File: src/rtl/ex_pkg.sv
package ex_pkg;

    localparam int NB_FCODE = 6;
    localparam int NB_REG   = 5;
    localparam int NB_SHAMT = 5;

    // ALU operation class as produced by the main decoder.
    typedef enum logic [1:0] {
        mem_add     = 2'b00, // load/store effective address.
        branch_sub  = 2'b01, // beq compare.
        rtype_funct = 2'b10  // operation comes from funct.
    } alu_op_e;

    // Function codes of the R-format instructions the ALU executes.
    typedef enum logic [NB_FCODE-1:0] {
        funct_sll = 6'h00,
        funct_add = 6'h20,
        funct_sub = 6'h22,
        funct_and = 6'h24,
        funct_or  = 6'h25,
        funct_nor = 6'h27,
        funct_slt = 6'h2a
    } funct_e;

    // Internal ALU operation selected by ALU control.
    typedef enum logic [3:0] {
        alu_and = 4'b0000,
        alu_or  = 4'b0001,
        alu_add = 4'b0010,
        alu_sll = 4'b0011,
        alu_sub = 4'b0110,
        alu_slt = 4'b0111,
        alu_nor = 4'b1100
    } alu_ctrl_e;

    // low half word of an R-format instruction.
    typedef struct packed {
        logic [NB_REG-1:0]   rd;
        logic [NB_SHAMT-1:0] shamt;
        funct_e              funct;
    } r_fields_t;

    // The same 16 bits are either R-format fields or the I-format offset.
    typedef union packed {
        r_fields_t   r;
        logic [15:0] imm;
    } instr_lo_u;

    // flags that travel on to the memory and write-back stages.
    typedef struct packed {
        logic reg_write;
        logic mem_to_reg;
        logic mem_read;
        logic mem_write;
        logic branch;
    } ex_ctrl_t;

    // flags consumed inside the execute stage.
    typedef struct packed {
        logic    alu_src;
        logic    reg_dst;
        alu_op_e alu_op;
    } ex_in_t;

    // Fixed-width part of the EX/MEM bundle. The data and PC words are sized per module.
    typedef struct packed {
        ex_ctrl_t          ctrl;
        logic              zero;
        logic [NB_REG-1:0] dest_reg;
    } ex_mem_t;

endpackage
File: src/rtl/ex_stage.sv
`timescale 1ns/1ps

module ex_stage
    import ex_pkg::*;
#(
    parameter int NB_DATA = 32,
    parameter int NB_PC   = 32
) (
    input  logic               i_clock,
    input  logic               i_rst_n,
    input  logic               i_valid,
    input  ex_ctrl_t           i_ctrl,
    input  ex_in_t             i_ex,
    input  logic [NB_PC-1:0]   i_pc,     // already PC+4.
    input  logic [NB_DATA-1:0] i_data_a,
    input  logic [NB_DATA-1:0] i_data_b,
    input  logic [NB_DATA-1:0] i_imm,    // sign-extended offset.
    input  instr_lo_u          i_lo,
    input  logic [NB_REG-1:0]  i_rt,
    output logic               o_valid,
    output ex_ctrl_t           o_ctrl,
    output logic [NB_DATA-1:0] o_alu_result,
    output logic               o_zero,
    output logic [NB_PC-1:0]   o_branch_address,
    output logic [NB_DATA-1:0] o_store_data,
    output logic [NB_REG-1:0]  o_dest_reg
);

    logic [NB_DATA-1:0] alu_result;
    logic               zero;
    logic [NB_PC-1:0]   branch_address;
    logic [NB_REG-1:0]  dest_reg;

    ex_alu_path #(
        .NB_DATA (NB_DATA)
    ) u_alu_path (
        .i_alu_op  (i_ex.alu_op),
        .i_alu_src (i_ex.alu_src),
        .i_lo      (i_lo),
        .i_data_a  (i_data_a),
        .i_data_b  (i_data_b),
        .i_imm     (i_imm),
        .o_result  (alu_result),
        .o_zero    (zero)
    );

    ex_target_path #(
        .NB_PC (NB_PC)
    ) u_target_path (
        .i_pc             (i_pc),
        .i_imm            (i_imm),
        .i_reg_dst        (i_ex.reg_dst),
        .i_rt             (i_rt),
        .i_lo             (i_lo),
        .o_branch_address (branch_address),
        .o_dest_reg       (dest_reg)
    );

    // operand B as read from the register file is what a store writes.
    ex_mem_reg #(
        .NB_DATA (NB_DATA),
        .NB_PC   (NB_PC)
    ) u_ex_mem_reg (
        .i_clock          (i_clock),
        .i_rst_n          (i_rst_n),
        .i_valid          (i_valid),
        .i_ctrl           (i_ctrl),
        .i_alu_result     (alu_result),
        .i_zero           (zero),
        .i_branch_address (branch_address),
        .i_store_data     (i_data_b),
        .i_dest_reg       (dest_reg),
        .o_valid          (o_valid),
        .o_ctrl           (o_ctrl),
        .o_alu_result     (o_alu_result),
        .o_zero           (o_zero),
        .o_branch_address (o_branch_address),
        .o_store_data     (o_store_data),
        .o_dest_reg       (o_dest_reg)
    );

endmodule

File: src/rtl/ex_mem_reg.sv
`timescale 1ns/1ps

module ex_mem_reg
    import ex_pkg::*;
#(
    parameter int NB_DATA = 32,
    parameter int NB_PC   = 32
) (
    input  logic               i_clock,
    input  logic               i_rst_n,
    input  logic               i_valid,
    input  ex_ctrl_t           i_ctrl,
    input  logic [NB_DATA-1:0] i_alu_result,
    input  logic               i_zero,
    input  logic [NB_PC-1:0]   i_branch_address,
    input  logic [NB_DATA-1:0] i_store_data,
    input  logic [NB_REG-1:0]  i_dest_reg,
    output logic               o_valid,
    output ex_ctrl_t           o_ctrl,
    output logic [NB_DATA-1:0] o_alu_result,
    output logic               o_zero,
    output logic [NB_PC-1:0]   o_branch_address,
    output logic [NB_DATA-1:0] o_store_data,
    output logic [NB_REG-1:0]  o_dest_reg
);

    logic               valid_q;
    ex_mem_t            flags_q;
    logic [NB_DATA-1:0] alu_result_q;
    logic [NB_PC-1:0]   branch_address_q;
    logic [NB_DATA-1:0] store_data_q;

    always_ff @(posedge i_clock) begin
        if (!i_rst_n) begin
            valid_q <= 1'b0;
            flags_q <= '0;
        end else begin
            valid_q <= i_valid;
            if (i_valid) begin
                flags_q.ctrl     <= i_ctrl;
                flags_q.zero     <= i_zero;
                flags_q.dest_reg <= i_dest_reg;
            end else begin
                flags_q.ctrl <= '0; // a bubble must not write or branch.
            end
        end
    end

    // wide words are captured on a strobe and otherwise held.
    always_ff @(posedge i_clock) begin
        if (i_valid) begin
            alu_result_q     <= i_alu_result;
            branch_address_q <= i_branch_address;
            store_data_q     <= i_store_data;
        end
    end

    assign o_valid          = valid_q;
    assign o_ctrl           = flags_q.ctrl;
    assign o_zero           = flags_q.zero;
    assign o_dest_reg       = flags_q.dest_reg;
    assign o_alu_result     = alu_result_q;
    assign o_branch_address = branch_address_q;
    assign o_store_data     = store_data_q;

endmodule

File: src/rtl/ex_target_path.sv
`timescale 1ns/1ps

module ex_target_path
    import ex_pkg::*;
#(
    parameter int NB_PC = 32
) (
    input  logic [NB_PC-1:0]  i_pc,
    input  logic [NB_PC-1:0]  i_imm,
    input  logic              i_reg_dst,
    input  logic [NB_REG-1:0] i_rt,
    input  instr_lo_u         i_lo,
    output logic [NB_PC-1:0]  o_branch_address,
    output logic [NB_REG-1:0] o_dest_reg
);

    logic [NB_PC-1:0] imm_words; // offset in bytes.

    // The branch offset counts words, so it is scaled by four.
    assign imm_words = {i_imm[NB_PC-3:0], 2'b00};

    // i_pc already holds PC+4, the base of a MIPS branch.
    assign o_branch_address = i_pc + imm_words;

    // R-format writes rd, I-format writes rt.
    assign o_dest_reg = i_reg_dst ? i_lo.r.rd : i_rt;

endmodule

File: src/rtl/ex_alu_path.sv
`timescale 1ns/1ps

module ex_alu_path
    import ex_pkg::*;
#(
    parameter int NB_DATA = 32
) (
    input  alu_op_e            i_alu_op,
    input  logic               i_alu_src,
    input  instr_lo_u          i_lo,
    input  logic [NB_DATA-1:0] i_data_a,
    input  logic [NB_DATA-1:0] i_data_b,
    input  logic [NB_DATA-1:0] i_imm,
    output logic [NB_DATA-1:0] o_result,
    output logic               o_zero
);

    alu_ctrl_e          alu_ctrl;
    logic [NB_DATA-1:0] operand_b;
    logic               less_than;

    // alu control combines the operation class with the funct view of the
    // instruction's low half word.
    always_comb begin
        case (i_alu_op)
            mem_add: begin
                alu_ctrl = alu_add;
            end
            branch_sub: begin
                alu_ctrl = alu_sub;
            end
            rtype_funct: begin
                case (i_lo.r.funct)
                    funct_add: alu_ctrl = alu_add;
                    funct_sub: alu_ctrl = alu_sub;
                    funct_and: alu_ctrl = alu_and;
                    funct_or:  alu_ctrl = alu_or;
                    funct_nor: alu_ctrl = alu_nor;
                    funct_slt: alu_ctrl = alu_slt;
                    funct_sll: alu_ctrl = alu_sll;
                    default:   alu_ctrl = alu_add; // unsupported funct falls back to add.
                endcase
            end
            default: begin
                alu_ctrl = alu_add;
            end
        endcase
    end

    // second operand is the register value or the sign-extended immediate.
    assign operand_b = i_alu_src ? i_imm : i_data_b;

    assign less_than = $signed(i_data_a) < $signed(operand_b); // slt compares signed.

    always_comb begin
        case (alu_ctrl)
            alu_add: begin
                o_result = i_data_a + operand_b;
            end
            alu_sub: begin
                o_result = i_data_a - operand_b;
            end
            alu_and: begin
                o_result = i_data_a & operand_b;
            end
            alu_or: begin
                o_result = i_data_a | operand_b;
            end
            alu_nor: begin
                o_result = ~(i_data_a | operand_b);
            end
            alu_slt: begin
                o_result = {{(NB_DATA-1){1'b0}}, less_than};
            end
            alu_sll: begin
                // sll shifts rt, which is operand B, by shamt.
                o_result = operand_b << i_lo.r.shamt;
            end
            default: begin
                o_result = i_data_a + operand_b;
            end
        endcase
    end

    // For branch_sub the zero flag is the beq condition.
    assign o_zero = (o_result == '0);

endmodule

File: config.mk
export PLATFORM = sky130hd
export DESIGN_NAME = ex_stage
export DESIGN_NICKNAME = d
export VERILOG_FILES = /design/src/rtl/ex_pkg.sv /design/src/rtl/ex_stage.sv /design/src/rtl/ex_mem_reg.sv /design/src/rtl/ex_target_path.sv /design/src/rtl/ex_alu_path.sv
export SDC_FILE = /design/constraint.sdc
export NUM_CORES = 1
export LEC_CHECK = 0
export BUFFER_PORTS_ARGS = -buffer_cell sky130_fd_sc_hd__buf_2
export CAP_MARGIN = 30
export CORE_ASPECT_RATIO = 2
export CORE_MARGIN = 2
export CORE_UTILIZATION = 31
export DETAILED_ROUTE_END_ITERATION = 7
export PLACE_DENSITY = 0.51
export SYNTH_ARGS = -nofsm -noshare
export SYNTH_HDL_FRONTEND = slang
export SYNTH_SLANG_ARGS = --single-unit
File: constraint.sdc
create_clock -name i_clock -period 10.3 [get_ports i_clock]
set_input_delay 0.515 -clock i_clock [delete_from_list [all_inputs] [get_ports i_clock]]
set_output_delay 0.515 -clock i_clock [all_outputs]
set_load 0.01 [all_outputs]
# [Word level (Yosys, flattened, before mapping)]
# Cells that the tools add are included.
[word_totals] regBits=108 input_bits=161 output_inout_bits=108 elab_cells=40
[classes] n_addsub=3 order_cmp=1 n_eq_ne=12 shift=1 n_mux=5 n_bitwise=3 n_reduce_logical=4
[op_table] cell="32-bit case mux with 6 select lines" count=1
[op_table] cell="32-bit adder" count=2
[op_table] cell="32-bit bitwise AND" count=1
[op_table] cell="32-bit zero test" count=1
[op_table] cell="32-bit less-than comparator" count=1
[op_table] cell="32-bit two-way mux" count=1
[op_table] cell="32-bit inverter" count=1
[op_table] cell="32-bit OR" count=1
[op_table] cell="32-bit by 5-bit left shift with 32-bit output" count=1
[op_table] cell="32-bit subtractor" count=1
[op_table] cell="6-bit == test (second input constant)" count=5
[op_table] cell="4-bit case mux with 6 select lines" count=1
[op_table] cell="4-bit by 3-bit == test with 1-bit output (second input constant)" count=2
[op_table] cell="4-bit case mux with 2 select lines" count=1
[op_table] cell="6-bit zero test" count=1
[op_table] cell="5-bit two-way mux" count=1
[op_table] cell="4-bit by 1-bit == test with 1-bit output (second input constant)" count=1
[op_table] cell="4-bit by 2-bit == test with 1-bit output (second input constant)" count=1
[op_table] cell="4-bit == test (second input constant)" count=1
[op_table] cell="4-bit zero test" count=1
[op_table] cell="2-bit by 1-bit == test with 1-bit output (second input constant)" count=1
[op_table] cell="2-bit == test (second input constant)" count=1
[op_table] cell="2-bit AND reduction" count=1

# [Depth between registers and ports, before layout]
[logic_depth] ltp_word=6 ltp_mapped=21 ltp_nobuf=17

# [By module]
# From an unflattened synthesis, not the netlist that was laid out.
[hier_totals] cells_unflattened=1612 hier_area_um2=14104.8
[by_module_without_submodules] mod="ex_alu_path" n_inst=1 cells_each=1225 area_each_um2=8941.1 seq_area_each_um2=0.0
[by_module_without_submodules] mod="ex_mem_reg" n_inst=1 cells_each=128 area_each_um2=3280.6 seq_area_each_um2=3123.0
[by_module_without_submodules] mod="ex_target_path" n_inst=1 cells_each=259 area_each_um2=1883.1 seq_area_each_um2=0.0

# [Least setup slack after synthesis]
# No wires, ideal clock.
[synth_timing] path_kind="input -> register" startpoint="input port i_ex[3] in the netlist's numbering" endpoint="register u_ex_mem_reg.flags_q (netlist bit u_ex_mem_reg.o_zero)" setup_time_ps=59 arrival_ps=4549 required_ps=10241 setup_slack_ps=5692 cell_stages=20 path_buffers=4 path_cell_list="buf_6 -> buf_6 -> buf_4 -> buf_2 -> mux2i_1 -> inv_1 -> ha_1 -> fa_1 -> a211oi_1 -> or3_1 -> a21oi_1 -> a21oi_1 -> o2111ai_1 -> a311oi_1 -> nor4_1 -> o21ai_0 -> o211ai_1 -> nor4b_2 -> nand4_1 -> nand2_1"
[synth_between] elab_chain_len=5 elab_cells_between_ends=10 cone_classes="add/sub: 2; order compare: 1; shift: 1; mux: 2; bitwise: 3; reduce/logical: 1"
[synth_lines] element="start: declaration" line_no="ex_stage.sv:13" source="input ex_in_t i_ex,"
[synth_lines] element="32-bit two-way mux *" line_no="ex_alu_path.sv:51" source="assign operand_b = i_alu_src ? i_imm : i_data_b;"
[synth_lines] element="parallel branches: the longest is 2 deep, another holds 32-bit adder"
[synth_lines] element="32-bit case mux with 6 select lines *" line_no="ex_alu_path.sv:56" source="case (alu_ctrl)"
[synth_lines] element="net alu_result[30]" line_no="ex_stage.sv:29" source="logic [NB_DATA-1:0] alu_result;"
[synth_lines] element="32-bit zero test *" line_no="ex_alu_path.sv:86" source="assign o_zero = (o_result == '0);"
[synth_lines] element="end: declaration" line_no="ex_mem_reg.sv:28" source="ex_mem_t flags_q;"
# Mark *: on every way through the listed nets, which the timed path passes.
# A chain may end at the register's enable or synchronous reset.

# [Worst setup path in the final report]
# Ends and elaborated chain as after synthesis.

==> flow_summary.ini <==
[sta]
finalClockSkew_ns = 0
hold_violations = 0
maxSlewViolCount = 0
fmax_ghz = 0.1949
tns_ns = 0
tightestPinTransition_ns = 0.8845
slew_headroom_pct = 40.49
hold-worst-slack_ns = 0.2840
fin_crit_sh_pct = 49.81
setup_viol = 0
grt_setup_unrepaired = false
fin_crit_ns = 5.131

[grt]
grt_overflow_total = 0
grt_max_degree = 50
grt_pass1_vias = 13000
grt_pass1_wl_mm = 82.05
grt.total_usage_pct = 25.78
antenna_found_initial = 2

[detailed_routing]
vias = 12860
ant_nets = 0
dr.pass1.iters = 6
routed_wl_mm = 56.49
viasPerCell = 5.708
remaining_drc_errors = 0
wl_per_cell_um = 25.07
first_iter_violations = 995

[power]
intPower_mw = 1.057
p_per_area_nw_per_um2 = 119.1
comb_power_share_pct = 47.1
ir_drop_v = 0.00009007
leakagePower_nw = 6.691
power_mw = 1.792
switching_share_pct = 41.01
p_seq_share_pct = 31.5
clockPowerShare_pct = 21.4
p_sw_mw = 0.7349

[clock_tree]
cts_buffers = 9
cts-resized-gates = 0
cts_buffer_depth = 2
cts_tree = yes
clk_pin_slew_worst_paths_ns = 0.08
root_buffer = clkbuf_16
postCtsHoldBufs = 0
htree_levels = 3
post_cts_buffers = 0
clkSinkCount = 108
clkLatencyLatePin_ns = 0.40

[logic_synthesis]
synth-seq-cells = 108
synth-edff-count = 96
synthArstFlopShare_pct = 0
synth_cells = 1487
synth_warnings = 0
avgSynthCellArea_sq_um = 8.654
synth.distinct_cells = 83
yosys_most_used_dff = edfxtp_1
netlist_area_sq_um = 12870
synth-seq-area-share_pct = 24.27
syn_nets = 1793

[setup_path]
critPathMaxStageDelay_ns = 0.65
crit_fanout = 49
worst_ep_arrival_time_ns = 5.48
cp-end-kind = flip-flop
path_cells = buf_4, buf_4, mux2i_1, inv_1, ha_1, fa_1, a211oi_1, or3_1, a21oi_1, a21oi_1, o2111ai_1, a311oi_1, nor4_1, o21ai_0, o211ai_1, nor4b_2, nand4_1, nand2_1
crit_buf_inv = 3
reg2regPathDepth = 1
start_kind = primary input
criticalPathCategory = primary input to flip-flop
crit_family = compound AO/OA/AOI/OAI gates
cp.required_ns = 10.65
cp_num_cells = 18
crit_slowest_cell = buf_4

[finish]
num-nets-final = 2017
drive_gt1_share_pct = 21.85
final_cell_area_sq_um = 15040
area_delta_synth_final_pct = 16.91

[floorplan]
core_area_sq_um = 40990
fp.dieArea_sq_um = 43260
die_h_um = 292.1
ios = 269
start_util_pct = 31.39
floorplan.rows = 105
die_w_um = 148.1

[flow_run]
cap_violations = 0

[hold_path]
hold_path.class = primary input to flip-flop
holdPathStages = 1

[placement]
portBuffers = 268
globalplace.congestion = 1.007
place_area_sq_um = 14740
hpwl_mm = 46.22

[status]
status = finished clean
## power groups by stage
stage	clock, mW	sequential, mW	combinational [mW]
after floorplan	0	0.607	0.485
after global placement	0	0.575	0.834
after detailed placement	0	0.575	0.836
after CTS	0.398	0.566	0.840
after global routing	0.410	0.571	0.910
final	0.383	0.565	0.844
## cells in the mapped netlist (all sizes together), types with 7 or more instances
library cell / number / share of area, %
a211oi: 26 / 1.5
a21boi: 7 / 0.41
a21o: 31 / 1.8
a21oi: 105 / 4.1
a221oi: 9 / 0.61
a22oi: 12 / 0.70
a31oi: 15 / 0.73
a32oi: 7 / 0.48
and2: 11 / 0.53
and3: 16 / 0.78
buf: 15 / 0.65
clkbuf: 58 / 1.7
dfxtp: 12 / 1.9
edfxtp: 96 / 22
ha: 142 / 14
inv: 110 / 3.2
mux2: 16 / 1.4
mux2i: 56 / 4.4
mux4: 37 / 6.5
nand2: 117 / 3.4
nand2b: 24 / 1.2
nand3: 35 / 1.4
nand4: 10 / 0.49
nor2: 105 / 3.1
nor2b: 16 / 0.78
nor3: 36 / 1.4
nor4: 15 / 0.78
o211a: 8 / 0.62
o211ai: 22 / 1.3
o21a: 16 / 0.93
o21ai: 99 / 3.9
o21bai: 8 / 0.47
o22ai: 8 / 0.39
o31ai: 18 / 1.1
or2: 14 / 0.68
or3: 16 / 0.78
xnor2: 36 / 2.5
xor2: 25 / 1.7
## kinds of logic (layout without fill, tap and decap cells)
family                   after synthesis  after routing  share of synthesized area [%]
AO/OA/AOI/OAI                        442            442                          22.60
AND/OR/NAND/NOR                      439            439                          16.87
buffers and inverters                183            412                          5.552
adder cells (fa/ha/maj)              145            145                          14.27
multiplexers                         109            109                          12.29
flip-flops                           108            108                          24.27
XOR/XNOR                              61             61                          4.152
other                                  0              2                              0
## cells in the final DEF, fill, tap and decap left out, types with 10 or more instances in the layout
cell type and count:
a21oi_1 105, a211oi_1 26, and3_1 16, nand2_1 117, edfxtp_1 96, a21o_1 31, nand3_1 35, nand2b_1 24
buf_4 19, or3_1 16, ha_1 142, a22oi_1 12, and2_1 10, nor2_1 104, o21ai_0 79, xor2_1 25
a31oi_1 15, dfxtp_1 12, nor2b_1 16, o21ai_1 19, o211ai_1 22, xnor2_1 36, or2_2 11, inv_1 107
mux2i_1 55, nor4_1 14, o21a_1 16, mux4_2 36, o31ai_1 18, nand4_1 10, nor3_1 36, buf_2 266
mux2_2 16
## per-layer routing
metal	track usage [%]	vias up	part of all wire (%)	routed length, um
met1	25.20	6184	33	18780
met4	16.82	0	7.3	4109
met2	49.13	537	55	30920
li1	-	5984	-	-
met5	0	-	0	0
met3	3.906	155	4.7	2677
## metrics by stage
| stage | setup WS (ns) | instances | utilization, % |
|---|---|---|---|
| 6_report | 5.169 | 2253 | 36.70 |
| 5_1_grt | 4.723 | 2253 | 36.70 |
| 4_1_cts | 5.230 | 2251 | 36.69 |
| 3_5_place_dp | 4.818 | 2235 | 35.96 |
| 3_3_place_gp | 4.896 | 2234 | 35.89 |
| 2_1_floorplan | 5.692 | 1487 | - |
## final cells by class
cell class	instances	area [sq um]
fillers	4296	25940
multi-input cells	1196	9034
flip-flops and latches	108	3123
repair buffers	286	1501
well taps	535	669.4
inverters	110	412.9
clock buffers	9	225.2
clock inverters	7	73.82
diodes	2	5.005
## path summary, 6_finish.rpt
path	startpoint	end	slack [ns]
worst max-delay path	i_ex[3]	u_ex_mem_reg.o_zero$_SDFFE_PN0P_	5.17
worst min-delay path	i_pc[1]	u_ex_mem_reg.o_branch_address[1]$_DFFE_PP_	0.28
worst max register to register	u_ex_mem_reg.o_dest_reg[3]$_SDFFE_PN0P_	u_ex_mem_reg.o_dest_reg[3]$_SDFFE_PN0P_	9.69
worst min register to register	u_ex_mem_reg.o_dest_reg[4]$_SDFFE_PN0P_	u_ex_mem_reg.o_dest_reg[4]$_SDFFE_PN0P_	0.48
Power figures use the tool's default switching activity.
